File: config.mk
export PLATFORM = sky130hd
export DESIGN_NAME = phold_core
export DESIGN_NICKNAME = d
export VERILOG_FILES = /design/src/verilog/phold_pkg.sv /design/src/verilog/fwft_fifo.sv /design/src/verilog/hist_port.sv /design/src/verilog/hist_filter.sv /design/src/verilog/event_sequencer.sv /design/src/verilog/phold_core.sv
export SDC_FILE = /design/constraint.sdc
export NUM_CORES = 1
export LEC_CHECK = 0
export ABC_AREA = 1
export BUFFER_PORTS_ARGS = -buffer_cell sky130_fd_sc_hd__buf_2
export CAP_MARGIN = 0
export CORE_MARGIN = 3
export CORE_UTILIZATION = 24
export CTS_CLUSTER_DIAMETER = 40
export DETAILED_ROUTE_END_ITERATION = 10
export MAX_ROUTING_LAYER = met4
export PLACE_DENSITY_LB_ADDON = 0.15
export SETUP_SLACK_MARGIN = 0.4
export SLEW_MARGIN = 20
export SYNTH_ARGS = -nofsm -noshare
export SYNTH_HDL_FRONTEND = slang
export SYNTH_SLANG_ARGS = --single-unit
File: constraint.sdc
create_clock -name clk -period 8.7 [get_ports clk]
set_input_delay 2.175 -clock clk [delete_from_list [all_inputs] [get_ports clk]]
set_output_delay 2.175 -clock clk [all_outputs]
set_load 0.05 [all_outputs]
File: src/verilog/phold_pkg.sv
package phold_pkg;

   localparam int MSG_WID = 32;
   localparam int TIME_WID = 16;
   localparam int HIST_WID = 32;
   localparam int RBK_OFFSET_WID = 8;
   localparam int TIME_RND_WID = 6;
   localparam int NB_RND = 24;
   // widest LP id the field functions carry
   localparam int LPID_MAX_WID = 8;

   localparam logic [RBK_OFFSET_WID-1:0] MIN_EVT_GAP = 8'd10;
   localparam logic EVT_REGULAR = 1'b0;
   localparam logic EVT_CANCEL = 1'b1;

   // history entry is {target, offset, type, time}
   localparam int HIST_TYPE_BIT = TIME_WID;
   localparam int HIST_OFF_LSB = TIME_WID + 1;
   localparam int HIST_TGT_LSB = HIST_OFF_LSB + RBK_OFFSET_WID;

   typedef logic [HIST_WID-1:0] hist_t;
   typedef logic [LPID_MAX_WID-1:0] lp_t;

   typedef enum logic [2:0] {
      IDLE,
      READ_HIST,
      GEN_EVT,
      WRITE_HIST,
      SEND_EVT,
      WAIT
   } core_state_t;

   typedef enum logic [1:0] {
      HIST_IDLE,
      HIST_REQ,
      HIST_WAIT
   } hist_state_t;

   function automatic lp_t lp_mask(int nb_lpid);
      return lp_t'((1 << nb_lpid) - 1);
   endfunction

   // message is {0.., type, lp, time}
   function automatic logic [MSG_WID-1:0] make_msg(logic typ, lp_t lp,
                                                   logic [TIME_WID-1:0] tm, int nb_lpid);
      logic [MSG_WID-1:0] m;
      m = {{(MSG_WID-TIME_WID){1'b0}}, tm};
      m = m | (MSG_WID'(lp & lp_mask(nb_lpid)) << TIME_WID);
      m[TIME_WID + nb_lpid] = typ;
      return m;
   endfunction

   function automatic logic [TIME_WID-1:0] msg_time(logic [MSG_WID-1:0] m);
      return m[TIME_WID-1:0];
   endfunction

   function automatic lp_t msg_lp(logic [MSG_WID-1:0] m, int nb_lpid);
      return lp_t'(m >> TIME_WID) & lp_mask(nb_lpid);
   endfunction

   function automatic logic msg_type(logic [MSG_WID-1:0] m, int nb_lpid);
      return m[TIME_WID + nb_lpid];
   endfunction

   function automatic logic [TIME_WID-1:0] hist_time(hist_t e);
      return e[TIME_WID-1:0];
   endfunction

   function automatic logic hist_type(hist_t e);
      return e[HIST_TYPE_BIT];
   endfunction

   function automatic logic [RBK_OFFSET_WID-1:0] hist_offset(hist_t e);
      return e[HIST_OFF_LSB +: RBK_OFFSET_WID];
   endfunction

   function automatic lp_t hist_target(hist_t e, int nb_lpid);
      return lp_t'(e >> HIST_TGT_LSB) & lp_mask(nb_lpid);
   endfunction

   function automatic hist_t make_hist(logic [TIME_WID-1:0] tm, logic typ,
                                       logic [RBK_OFFSET_WID-1:0] off, lp_t tgt, int nb_lpid);
      hist_t e;
      e = HIST_WID'(tgt & lp_mask(nb_lpid)) << HIST_TGT_LSB;
      e[HIST_OFF_LSB +: RBK_OFFSET_WID] = off;
      e[HIST_TYPE_BIT] = typ;
      e[TIME_WID-1:0] = tm;
      return e;
   endfunction

   // cancellation of the event an entry once generated
   function automatic logic [MSG_WID-1:0] make_cancel(hist_t e, int nb_lpid);
      logic [TIME_WID-1:0] t;
      t = hist_time(e) + {{(TIME_WID-RBK_OFFSET_WID){1'b0}}, hist_offset(e)};
      return make_msg(EVT_CANCEL, hist_target(e, nb_lpid), t, nb_lpid);
   endfunction

endpackage

File: src/verilog/fwft_fifo.sv
module fwft_fifo #(
   parameter int DEPTH = 16
) (
   input  logic                       clk,
   input  logic                       rst_n,
   input  logic                       clear,
   input  logic                       wr_en,
   input  phold_pkg::hist_t           din,
   input  logic                       rd_en,
   output phold_pkg::hist_t           dout,
   output logic                       empty,
   output logic [$clog2(DEPTH+1)-1:0] count
);

   localparam int PTR_W = $clog2(DEPTH);
   localparam int CNT_W = $clog2(DEPTH + 1);

   phold_pkg::hist_t mem [DEPTH];
   logic [PTR_W-1:0] wr_ptr;
   logic [PTR_W-1:0] rd_ptr;
   logic do_wr;
   logic do_rd;

   assign empty = (count == '0);
   assign do_wr = wr_en && (count != CNT_W'(DEPTH));
   assign do_rd = rd_en && !empty;
   // head entry shows without a read
   assign dout = mem[rd_ptr];

   always_ff @(posedge clk) begin
      if (!rst_n || clear) begin
         wr_ptr <= '0;
         rd_ptr <= '0;
         count <= '0;
      end else begin
         if (do_wr) begin
            wr_ptr <= (wr_ptr == PTR_W'(DEPTH - 1)) ? '0 : wr_ptr + 1'b1;
         end
         if (do_rd) begin
            rd_ptr <= (rd_ptr == PTR_W'(DEPTH - 1)) ? '0 : rd_ptr + 1'b1;
         end
         if (do_wr && !do_rd) begin
            count <= count + 1'b1;
         end else if (do_rd && !do_wr) begin
            count <= count - 1'b1;
         end
      end
   end

   always_ff @(posedge clk) begin
      if (do_wr) begin
         mem[wr_ptr] <= din;
      end
   end

endmodule

File: src/verilog/hist_port.sv
module hist_port #(
   parameter int NB_LPID = 3,
   parameter int NB_HIST_DEPTH = 4
) (
   input  logic                            clk,
   input  logic                            rst_n,
   input  logic                            start,
   input  logic                            write_mode,
   input  logic [NB_LPID-1:0]              lp,
   input  logic [NB_HIST_DEPTH:0]          size,
   output logic                            hist_rq,
   output logic                            hist_wr_en,
   output logic [NB_LPID+NB_HIST_DEPTH-1:0] hist_addr,
   input  logic                            hist_access_grant,
   output logic                            hist_done,
   output logic                            hist_entry_vld
);

   phold_pkg::hist_state_t state;
   logic [NB_HIST_DEPTH:0] idx;
   logic [NB_HIST_DEPTH:0] size_q;
   logic mode_q;
   logic last;

   // each LP owns 2**NB_HIST_DEPTH slots
   assign hist_addr = {lp, idx[NB_HIST_DEPTH-1:0]};
   assign last = (idx == size_q - 1'b1);

   always_ff @(posedge clk) begin
      if (!rst_n) begin
         state <= phold_pkg::HIST_IDLE;
         hist_rq <= 1'b0;
         hist_wr_en <= 1'b0;
         hist_done <= 1'b0;
         hist_entry_vld <= 1'b0;
         idx <= '0;
         mode_q <= 1'b0;
      end else begin
         hist_done <= 1'b0;
         hist_entry_vld <= 1'b0;
         case (state)
            phold_pkg::HIST_IDLE: begin
               if (start) begin
                  idx <= '0;
                  mode_q <= write_mode;
                  if (size == '0) begin
                     hist_done <= 1'b1;
                  end else begin
                     hist_rq <= 1'b1;
                     hist_wr_en <= write_mode;
                     state <= phold_pkg::HIST_WAIT;
                  end
               end
            end
            // one idle cycle between grants
            phold_pkg::HIST_REQ: begin
               hist_rq <= 1'b1;
               hist_wr_en <= mode_q;
               state <= phold_pkg::HIST_WAIT;
            end
            phold_pkg::HIST_WAIT: begin
               if (hist_access_grant) begin
                  hist_rq <= 1'b0;
                  hist_wr_en <= 1'b0;
                  idx <= idx + 1'b1;
                  hist_entry_vld <= !mode_q;
                  if (last) begin
                     hist_done <= 1'b1;
                     state <= phold_pkg::HIST_IDLE;
                  end else begin
                     state <= phold_pkg::HIST_REQ;
                  end
               end
            end
            default: state <= phold_pkg::HIST_IDLE;
         endcase
      end
   end

   // write count shrinks as entries drain, so hold it
   always_ff @(posedge clk) begin
      if (start) begin
         size_q <= size;
      end
   end

endmodule

File: src/verilog/hist_filter.sv
module hist_filter #(
   parameter int NB_LPID = 3
) (
   input  logic                              clk,
   input  logic                              rst_n,
   input  logic                              clear,
   input  logic                              hist_entry_vld,
   input  phold_pkg::hist_t                  entry,
   input  logic [phold_pkg::TIME_WID-1:0]    cur_time,
   input  logic                              cur_type,
   input  logic [phold_pkg::TIME_WID-1:0]    gvt,
   output logic                              keep_entry,
   output logic                              rollback_entry,
   output logic                              discard_cur,
   output logic                              gen_cancel,
   output logic [phold_pkg::MSG_WID-1:0]     cancel_msg
);

   logic [phold_pkg::TIME_WID-1:0] ent_time;
   logic ent_type;
   logic expired;
   logic is_match;
   logic is_later;

   assign ent_time = phold_pkg::hist_time(entry);
   assign ent_type = phold_pkg::hist_type(entry);

   // older than gvt, can never be rolled back
   assign expired = (ent_time < gvt);
   // cancel/regular pair annihilates, once per event
   assign is_match = !expired && (ent_type != cur_type) && (ent_time == cur_time) &&
                     !discard_cur;
   assign is_later = !expired && !is_match && (cur_type == phold_pkg::EVT_REGULAR) &&
                     (ent_type == phold_pkg::EVT_REGULAR) && (ent_time > cur_time);

   assign rollback_entry = hist_entry_vld && is_later;
   assign keep_entry = hist_entry_vld && !expired && !is_match && !is_later;

   always_ff @(posedge clk) begin
      if (!rst_n || clear) begin
         discard_cur <= 1'b0;
         gen_cancel <= 1'b0;
      end else if (hist_entry_vld && is_match) begin
         discard_cur <= 1'b1;
         // matched regular entry was already processed
         if (cur_type == phold_pkg::EVT_CANCEL) begin
            gen_cancel <= 1'b1;
         end
      end
   end

   always_ff @(posedge clk) begin
      if (hist_entry_vld && is_match && cur_type == phold_pkg::EVT_CANCEL) begin
         cancel_msg <= phold_pkg::make_cancel(entry, NB_LPID);
      end
   end

endmodule

File: src/verilog/event_sequencer.sv
module event_sequencer #(
   parameter int NB_LPID = 3
) (
   input  logic                           clk,
   input  logic                           rst_n,
   input  logic                           event_start,
   input  logic [NB_LPID-1:0]             cur_lp,
   input  logic [phold_pkg::TIME_WID-1:0] cur_time,
   input  logic                           cur_type,
   input  logic [phold_pkg::NB_RND-1:0]   rnd,
   input  logic                           hist_done,
   input  logic                           discard_cur,
   input  logic                           gen_cancel,
   input  logic [phold_pkg::MSG_WID-1:0]  cancel_msg,
   input  phold_pkg::hist_t               rbk_entry,
   input  logic                           rbk_empty,
   input  logic                           ack,
   output logic                           hist_start,
   output logic                           hist_write,
   output logic                           gen_entry_wr,
   output phold_pkg::hist_t               gen_entry,
   output logic                           rbk_rd_en,
   output logic                           new_event_ready,
   output logic [phold_pkg::MSG_WID-1:0]  out_event_msg,
   output logic                           ready,
   output logic                           fifo_clear
);

   localparam int TW = phold_pkg::TIME_WID;
   localparam int OW = phold_pkg::RBK_OFFSET_WID;
   localparam int RW = phold_pkg::TIME_RND_WID;
   // target comes from the middle third of the random word
   localparam int TGT_LSB = phold_pkg::NB_RND / 3;

   phold_pkg::core_state_t state;
   logic rbk_phase;
   logic [OW-1:0] evt_gap;
   logic [TW-1:0] new_time;
   logic [NB_LPID-1:0] new_target;
   logic [phold_pkg::MSG_WID-1:0] new_msg;
   logic [phold_pkg::MSG_WID-1:0] null_msg;
   logic [phold_pkg::MSG_WID-1:0] rbk_msg;
   logic [phold_pkg::MSG_WID-1:0] first_msg;

   assign evt_gap = phold_pkg::MIN_EVT_GAP + {{(OW-RW){1'b0}}, rnd[RW-1:0]};
   assign new_time = cur_time + {{(TW-OW){1'b0}}, evt_gap};
   assign new_target = rnd[TGT_LSB +: NB_LPID];

   assign new_msg = phold_pkg::make_msg(phold_pkg::EVT_REGULAR, phold_pkg::lp_t'(new_target),
                                        new_time, NB_LPID);
   assign null_msg = phold_pkg::make_msg(phold_pkg::EVT_CANCEL, '0, '0, NB_LPID);
   // cancel first, then the re-issued event back to this LP
   assign rbk_msg = rbk_phase ?
                    phold_pkg::make_msg(phold_pkg::EVT_REGULAR, phold_pkg::lp_t'(cur_lp),
                                        phold_pkg::hist_time(rbk_entry), NB_LPID) :
                    phold_pkg::make_cancel(rbk_entry, NB_LPID);

   // record keeps the gap so the new event can be cancelled later
   assign gen_entry = phold_pkg::make_hist(cur_time, cur_type, evt_gap,
                                           phold_pkg::lp_t'(new_target), NB_LPID);

   always_comb begin
      if (discard_cur && gen_cancel) begin
         first_msg = cancel_msg;
      end else if (discard_cur || cur_type == phold_pkg::EVT_CANCEL) begin
         first_msg = null_msg;
      end else begin
         first_msg = new_msg;
      end
   end

   assign ready = (state == phold_pkg::IDLE);
   assign fifo_clear = (state == phold_pkg::IDLE);
   assign new_event_ready = (state == phold_pkg::WAIT);
   assign hist_write = (state == phold_pkg::WRITE_HIST);
   assign gen_entry_wr = (state == phold_pkg::GEN_EVT) && !discard_cur;
   assign rbk_rd_en = new_event_ready && ack && rbk_phase;

   always_ff @(posedge clk) begin
      if (!rst_n) begin
         state <= phold_pkg::IDLE;
         hist_start <= 1'b0;
         rbk_phase <= 1'b0;
      end else begin
         hist_start <= 1'b0;
         case (state)
            phold_pkg::IDLE: begin
               if (event_start) begin
                  state <= phold_pkg::READ_HIST;
                  hist_start <= 1'b1;
                  rbk_phase <= 1'b0;
               end
            end
            phold_pkg::READ_HIST: begin
               if (hist_done) begin
                  state <= phold_pkg::GEN_EVT;
               end
            end
            phold_pkg::GEN_EVT: begin
               state <= phold_pkg::WRITE_HIST;
               hist_start <= 1'b1;
            end
            phold_pkg::WRITE_HIST: begin
               if (hist_done) begin
                  state <= phold_pkg::SEND_EVT;
               end
            end
            phold_pkg::SEND_EVT: state <= phold_pkg::WAIT;
            phold_pkg::WAIT: begin
               if (ack) begin
                  if (rbk_phase) begin
                     rbk_phase <= 1'b0;
                  end else if (rbk_empty) begin
                     state <= phold_pkg::IDLE;
                  end else begin
                     rbk_phase <= 1'b1;
                  end
               end
            end
            default: state <= phold_pkg::IDLE;
         endcase
      end
   end

   always_ff @(posedge clk) begin
      if (state == phold_pkg::SEND_EVT) begin
         out_event_msg <= first_msg;
      end else if (new_event_ready && ack && (rbk_phase || !rbk_empty)) begin
         out_event_msg <= rbk_msg;
      end
   end

endmodule

File: src/verilog/phold_core.sv
module phold_core #(
   parameter int NB_LPID = 3,
   parameter int NB_HIST_DEPTH = 4
) (
   input  logic                              clk,
   input  logic                              rst_n,
   input  logic                              event_valid,
   input  logic [phold_pkg::MSG_WID-1:0]     event_msg,
   input  logic [phold_pkg::TIME_WID-1:0]    global_time,
   input  logic [phold_pkg::NB_RND-1:0]      random_in,
   input  logic [NB_HIST_DEPTH-1:0]          hist_size,
   output logic                              ready,
   output logic                              new_event_ready,
   output logic [phold_pkg::MSG_WID-1:0]     out_event_msg,
   input  logic                              ack,
   output logic                              hist_rq,
   output logic                              hist_wr_en,
   output logic [NB_LPID+NB_HIST_DEPTH-1:0]  hist_addr,
   output phold_pkg::hist_t                  hist_data_wr,
   input  phold_pkg::hist_t                  hist_data_rd,
   input  logic                              hist_access_grant
);

   localparam int BUF_DEPTH = 2 ** NB_HIST_DEPTH;

   logic [NB_LPID-1:0] cur_lp;
   logic [phold_pkg::TIME_WID-1:0] cur_time;
   logic cur_type;
   logic [phold_pkg::TIME_WID-1:0] gvt;
   logic [phold_pkg::NB_RND-1:0] rnd;
   logic [NB_HIST_DEPTH-1:0] size_q;
   phold_pkg::hist_t hist_q;

   logic hist_start;
   logic hist_write;
   logic hist_done;
   logic hist_entry_vld;
   logic [NB_HIST_DEPTH:0] port_size;
   logic keep_entry;
   logic rollback_entry;
   logic discard_cur;
   logic gen_cancel;
   logic [phold_pkg::MSG_WID-1:0] cancel_msg;
   logic gen_entry_wr;
   phold_pkg::hist_t gen_entry;
   logic fifo_clear;
   logic hbuf_wr;
   logic hbuf_rd;
   phold_pkg::hist_t hbuf_din;
   logic [NB_HIST_DEPTH:0] hbuf_cnt;
   logic rbk_rd_en;
   logic rbk_empty;
   phold_pkg::hist_t rbk_entry;

   always_ff @(posedge clk) begin
      if (event_valid) begin
         cur_lp <= NB_LPID'(phold_pkg::msg_lp(event_msg, NB_LPID));
         cur_time <= phold_pkg::msg_time(event_msg);
         cur_type <= phold_pkg::msg_type(event_msg, NB_LPID);
         gvt <= global_time;
         rnd <= random_in;
         size_q <= hist_size;
      end
      if (hist_access_grant && !hist_wr_en) begin
         hist_q <= hist_data_rd;
      end
   end

   // read the stored size, write back what the buffer holds
   assign port_size = hist_write ? hbuf_cnt : {1'b0, size_q};

   assign hbuf_wr = keep_entry || gen_entry_wr;
   assign hbuf_din = gen_entry_wr ? gen_entry : hist_q;
   assign hbuf_rd = hist_wr_en && hist_access_grant;

   event_sequencer #(
      .NB_LPID(NB_LPID)
   ) u_seq (
      .clk(clk),
      .rst_n(rst_n),
      .event_start(event_valid),
      .cur_lp(cur_lp),
      .cur_time(cur_time),
      .cur_type(cur_type),
      .rnd(rnd),
      .hist_done(hist_done),
      .discard_cur(discard_cur),
      .gen_cancel(gen_cancel),
      .cancel_msg(cancel_msg),
      .rbk_entry(rbk_entry),
      .rbk_empty(rbk_empty),
      .ack(ack),
      .hist_start(hist_start),
      .hist_write(hist_write),
      .gen_entry_wr(gen_entry_wr),
      .gen_entry(gen_entry),
      .rbk_rd_en(rbk_rd_en),
      .new_event_ready(new_event_ready),
      .out_event_msg(out_event_msg),
      .ready(ready),
      .fifo_clear(fifo_clear)
   );

   hist_port #(
      .NB_LPID(NB_LPID),
      .NB_HIST_DEPTH(NB_HIST_DEPTH)
   ) u_port (
      .clk(clk),
      .rst_n(rst_n),
      .start(hist_start),
      .write_mode(hist_write),
      .lp(cur_lp),
      .size(port_size),
      .hist_rq(hist_rq),
      .hist_wr_en(hist_wr_en),
      .hist_addr(hist_addr),
      .hist_access_grant(hist_access_grant),
      .hist_done(hist_done),
      .hist_entry_vld(hist_entry_vld)
   );

   hist_filter #(
      .NB_LPID(NB_LPID)
   ) u_filter (
      .clk(clk),
      .rst_n(rst_n),
      .clear(fifo_clear),
      .hist_entry_vld(hist_entry_vld),
      .entry(hist_q),
      .cur_time(cur_time),
      .cur_type(cur_type),
      .gvt(gvt),
      .keep_entry(keep_entry),
      .rollback_entry(rollback_entry),
      .discard_cur(discard_cur),
      .gen_cancel(gen_cancel),
      .cancel_msg(cancel_msg)
   );

   fwft_fifo #(
      .DEPTH(BUF_DEPTH)
   ) hist_buffer (
      .clk(clk),
      .rst_n(rst_n),
      .clear(fifo_clear),
      .wr_en(hbuf_wr),
      .din(hbuf_din),
      .rd_en(hbuf_rd),
      .dout(hist_data_wr),
      .empty(),
      .count(hbuf_cnt)
   );

   fwft_fifo #(
      .DEPTH(BUF_DEPTH)
   ) rbk_buffer (
      .clk(clk),
      .rst_n(rst_n),
      .clear(fifo_clear),
      .wr_en(rollback_entry),
      .din(hist_q),
      .rd_en(rbk_rd_en),
      .dout(rbk_entry),
      .empty(rbk_empty),
      .count()
   );

endmodule

# Word level (Yosys, flattened, before mapping)
# Memory sizes are Yosys's and may differ from the RTL's. A register that Yosys moved wholly into a read port is not among the register bits.
# Index checks and enable logic that the tools add are counted.
dict set report op_classes {
  n_addsub 14
  magnitude_cmp 2
  eq_ne 25
  mux 57
  n_bitwise 6
  n_reduce_logical 64
}
# op n
set ops {}
lappend ops {{32-bit 2-to-1 mux} 5}
lappend ops {{16-bit by 19-bit bitwise OR with 19-bit output} 4}
lappend ops {{16-bit by 8-bit adder with 16-bit output} 3}
lappend ops {{5-bit 2-to-1 mux} 7}
lappend ops {{4-bit 2-to-1 mux} 8}
lappend ops {{1-bit logical AND} 28}
lappend ops {{20-bit 2-to-1 mux} 1}
lappend ops {{1-bit 2-to-1 mux} 19}
lappend ops {{3-bit 2-to-1 mux} 6}
lappend ops {{3-bit case mux with 6 select lines} 1}
lappend ops {{4-bit by 1-bit adder with 4-bit output (second input constant)} 4}
lappend ops {{16-bit equality test} 1}
lappend ops {{4-bit equality test (second input constant)} 4}
lappend ops {{16-bit greater-than comparator} 1}
lappend ops {{16-bit < comparator} 1}
lappend ops {{5-bit by 1-bit adder with 5-bit output (second input constant)} 3}
lappend ops {{5-bit zero test} 3}
lappend ops {{5-bit by 1-bit subtractor with 5-bit output (second input constant)} 3}
lappend ops {{1-bit zero test} 13}
lappend ops {{2-bit != test (second input constant)} 6}
lappend ops {{3-bit AND reduction} 4}
lappend ops {{5-bit != test (second input constant)} 2}
lappend ops {{5-bit case mux with 2 select lines} 1}
lappend ops {{2-bit nonzero test} 5}
lappend ops {{21 further kinds} 35}
dict set report totals {
  ff_bits 196
  ramBits 1024
  input_bits 113
  output_inout_bits 75
  elab_cells 198
  memories 2
}
# name words word_bits read_ports rd_clocked_by_memory_dff write_ports line
set mem_list {}
lappend mem_list {hist_buffer.mem 16 32 1 1 1 fwft_fifo.sv:18} ;# phold_pkg::hist_t mem [DEPTH];
lappend mem_list {rbk_buffer.mem 16 32 1 1 1 fwft_fifo.sv:18}

# Logic depth before layout (Yosys ltp)
dict set report logic_depth {
  depth_word 18
  mapped_depth 24
}

# By module
# A second synthesis with hierarchy kept.
dict set report unflattened {
  hier_cells 5240
  area_unflattened_um2 54400.9
}
# module instances cells_per_inst area_each_um2 seq_area_each_um2
set modules_own_cells {}
lappend modules_own_cells {{fwft_fifo at rbk_buffer} 1 2048 22221.3 15715.1}
lappend modules_own_cells {{fwft_fifo at hist_buffer} 1 2049 22138.7 15715.1}
lappend modules_own_cells {event_sequencer 1 516 3485.8 1061.0}
lappend modules_own_cells {phold_core 1 220 3394.5 2882.8}
lappend modules_own_cells {hist_filter 1 258 2095.8 610.6}
lappend modules_own_cells {hist_port 1 149 1064.8 390.4}

# Least setup slack after synthesis
# No wires, ideal clock.
dict set report synth_path {
  path_kind {input to register}
  start {in ack}
  end {reg rbk_buffer.count[4]}
  arrival_time_ns 3.927
  required_ns 8.581
  setup_slack_ns 4.654
  stages 16
  path_cell_list {inv_1 -> nor2_2 -> inv_2 -> nor3_4 -> inv_1 -> ha_1 -> inv_1 -> ha_1 -> nand2_1 -> nor2_1 -> a211oi_1 -> nand2_1 -> nand2_1 -> nor2_1 -> o21ai_0 -> a21oi_1}
}
dict set report synth_via {
  elab_chain_cells 6
}
# element line
set synth_rtl {}
lappend synth_rtl {{from (decl)} phold_core.sv:15} ;# input logic ack,
lappend synth_rtl {{1-bit logical AND * (2 in a row)} event_sequencer.sv:77} ;# assign rbk_rd_en = new_event_ready && ack && rbk_phase;
lappend synth_rtl {{1-bit logical AND *} fwft_fifo.sv:26} ;# assign do_rd = rd_en && !empty;
lappend synth_rtl {{1-bit zero test} fwft_fifo.sv:42} ;# if (do_wr && !do_rd) begin
lappend synth_rtl {{1-bit logical AND} fwft_fifo.sv:42}
lappend synth_rtl {{5-bit 2-to-1 mux or 2-bit nonzero test (tied branches)} n/a}
lappend synth_rtl {{to (signal assigned)} fwft_fifo.sv:43} ;# count <= count + 1'b1;
lappend synth_rtl {{to (signal assigned)} fwft_fifo.sv:45} ;# count <= count - 1'b1;
lappend synth_rtl {{to (decl)} fwft_fifo.sv:12} ;# output logic [$clog2(DEPTH+1)-1:0] count
# Mark *: on every way between the ends. The rest lies on a longest branch, timed or not.
# A chain may end at the register's enable or synchronous reset.

==> impl_results.md <==
- Status: complete, no violations
- Synth Flop Type: edfxtp_1
- Total Power: 0.0167 W
- Setup Viol. Count Final: 0
- Grt ovf: 0
- WL/cell: 21.8 um
- Clock Skew: 79.7 ps
- P&R area growth vs syn: 24.1%
- Worst-Margin Slew: 1060 ps
- Async SR Flop Fraction: 0%
- CTS buffer count: 210
- Mapped Avg Cell Area: 12.5 sq um
- Endpoint type of the worst setup path: primary output
- Drt total wl: 149000 um
- Post_cts resized: 0
- HP Class: reg -> reg
- Hold_sp: u_filter.gen_cancel
- Total Routing Usage GR: between 10 and 15%
- Initial antenna violation count: 6
- Most frequent cells in the layout: 1069 x edfxtp_1, 448 x nand2_1, 363 x o21ai_0
- IO buf count: around 150
- Share of cells above drive strength 1: 16.1%
- Antenna Nets Post-Route: 0
- Slew HR: 28.6%
- DP Worst Slack: 3340 ps
- Boundary Pins: between 150 and 200
- Nets: between 4000 and 5000
- Final TNS setup: 0 ps
- Hold Vio Cnt, Final: 0
- H-tree depth: 4
- Initial Utilization: roughly a quarter
- Sequential fraction of the synthesis area: 69.9%
- Root Driver: clkbuf_16
- Core Region: a little under 0.2 sq mm
- Fmax: between 0.15 and 0.2 GHz
- Post-CTS Setup Bufs: 0
- Worst-path clk slew: 50 ps
- Setup Crit Path Kind: reg -> out
- Top Family by Delay on Critical Path: buffers and inverters
- Post-synthesis register bit count: 1122
- Worst Path Max Fanout: 51
- First-pass GRT wire length: 215000 um
- Tcrit/Tclk final: 69.3%
- Type of origin of the critical path: flop
- Static Leak: slightly above 20 nW
- Initial drt markers: around 1900
- WP data required: 6530 ps
- Peak VDD IR: 0.158 mV
- TritonCTS clock tree: yes
- Clock Tree Buf Depth: 3
- Critical-path top delay cell: dfxtp_4
- Horiz. Die Dim: 451 um
- TritonRoute pass-1 iters: 7
- Worst skew pair latency: 850 ps
- DIE HEIGHT: around 450 um
- Crit path largest cell delay: 870 ps
- Distinct cells, synth: 56
- DRC: 0
- Pin count of the biggest net entering global routing: between 100 and 150
- Fin crit period: 6030 ps
- Crit-path most repeated cell: buf_4
- Slew Limit Fails: 0
- # hold bufs at CTS: 0
- Cell chain of the critical path: buf_4 -> buf_4 -> a21oi_1 -> o21ai_0 -> o211ai_1 -> nand3_1 -> nand2_1 -> buf_2
- Row count: 162
- Power per cell area: 283 mW/mm^2
- Commonest non-fill, non-tap cell in the layout: edfxtp_1
- Vias in the first global route: 30277
- CP bufs+invs: 3
- Die ar.: 0.203 sq mm
- Placer Congestion: 0.786
- Vias/cell: 4.39
- EDFF count, synth: 1069
- Final WS setup: 2670 ps
- Clock Sinks: 1122
- Total of warnings raised by yosys: 0
- Routed vias: 30106
- Fillcell total: between 15000 and 20000
- RSZ-0062 raised after global routing: false
- Max-Cap Viols: 0
- Crit path arrival time: ~3900 ps
- Post-Synthesis Cells: 3783
- Cell Area, Synth: ~0.047 sq mm
- Detailed Place HPWL: 82100 um
logic make-up after synthesis:
logic type / after synthesis / share of synthesized area (%)
AO/OA/AOI/OAI: 866 / 10.7
XOR/XNOR: 41 / 0.757
adder cells (fa/ha/maj): 84 / 2.30
buffers and inverters: 574 / 5.16
flip-flops: 1122 / 69.9
multiplexers: 128 / 2.70
other: 1 / 0.00791
AND/OR/NAND/NOR: 967 / 8.49
synthesized netlist by cell type, types with 5 or more instances:
cell / n / area (sq um)
nand4_1: 10 / 62.6
xnor2_1: 16 / 140
a21oi_1: 200 / 1000
buf_1: 10 / 37.5
mux2i_1: 128 / 1280
a31oi_1: 5 / 31.3
o22ai_1: 19 / 119
o211ai_1: 153 / 1150
nor3_1: 12 / 60.1
nand3_1: 180 / 901
o21ai_0: 376 / 1880
ha_1: 79 / 988
buf_2: 63 / 315
buf_6: 9 / 101
nor2_1: 285 / 1070
clkbuf_1: 92 / 345
o21ai_1: 25 / 125
or2_2: 5 / 31.3
inv_1: 347 / 1300
inv_2: 10 / 37.5
buf_4: 38 / 285
dfxtp_1: 53 / 1060
edfxtp_1: 1069 / 32100
nand2_1: 449 / 1690
o221ai_1: 64 / 561
fa_1: 5 / 100
xor2_1: 25 / 219
flip-flops by register name (all words and copies together), names as in the netlist, 3 cells and up, named ones only:
signal and count:
rnd 9, u_port.size_q 5, rbk_buffer.rd_ptr 4, size_q 4
rbk_buffer.wr_ptr 4, rbk_buffer.mem 432, hist_buffer.wr_ptr 4, hist_q 32
u_filter.cancel_msg 19, hist_buffer.count 5, u_seq.out_event_msg 20, u_port.idx 5
cur_lp 3, cur_time 16, hist_buffer.rd_ptr 4, rbk_buffer.count 5
u_seq.state 3, gvt 16, hist_buffer.mem 512
stage by stage:
stage | area, sq um | util [%] | hold WS [ps] | std cells
global route | 58800 | 30.1 | 478 | 6855
detailed placement | 51500 | 26.3 | 454 | 6459
finish | 58800 | 30.1 | 464 | 6858
global placement | 51500 | 26.3 | 448 | 6459
CTS | 58800 | 30.1 | 463 | 6855
floorplan | 47500 | - | 421 | 3794
layer usage:
metal / up-vias / GRT usage [%] / routed length [um]
met4: 0 / 4.69 / 3980
li1: 14269 / - / -
met3: 251 / 2.24 / 5310
met5: - / - / 0
met1: 14985 / 17.9 / 63500
met2: 601 / 25.8 / 76600
worst register-to-register path: stages (launching register included):
cell	delay (ps)
dfxtp_4	490
inv_6	650
buf_12	490
o21ai_0	370
o221ai_1	180
o211ai_1	150
nand2_1	160
ha_1	220
inv_1	70
fa_1	460
o21ai_0	420
nand4_1	130
nand2_1	190
nand2_1	90
inv_1	100
nand4_1	140
o21ai_0	190
o21ai_1	90
path summary, 6_finish.rpt:
kind | endpoint | cells past startpoint | slack, ps
setup reg to reg | u_seq.out_event_msg[12] | 17 | 3790
hold / removal | u_filter.gen_cancel | 1 | 460
setup / recovery | hist_data_wr[2] | 8 | 2670
hold reg to reg | u_filter.gen_cancel | 1 | 460
report_power, final:
part           total (W)  switching (W)  internal (W)
registers        0.00649       0.000121       0.00637
clock network    0.00825        0.00294       0.00531
logic            0.00194        0.00148      0.000454
total             0.0167        0.00455        0.0121
cell type report:
class	count	area (sq um)	share of cell area [%]
antenna	3	7.51	0.0128
clock buffer	243	5450	9.27
clock inverter	153	1850	3.15
inverter	362	1370	2.32
multi-input combinational	2098	12100	20.6
sequential	1122	33200	56.4
tap	2624	3280	5.58
timing repair buffer	253	1570	2.66
Note: power is estimated with default switching activity, not from simulation.
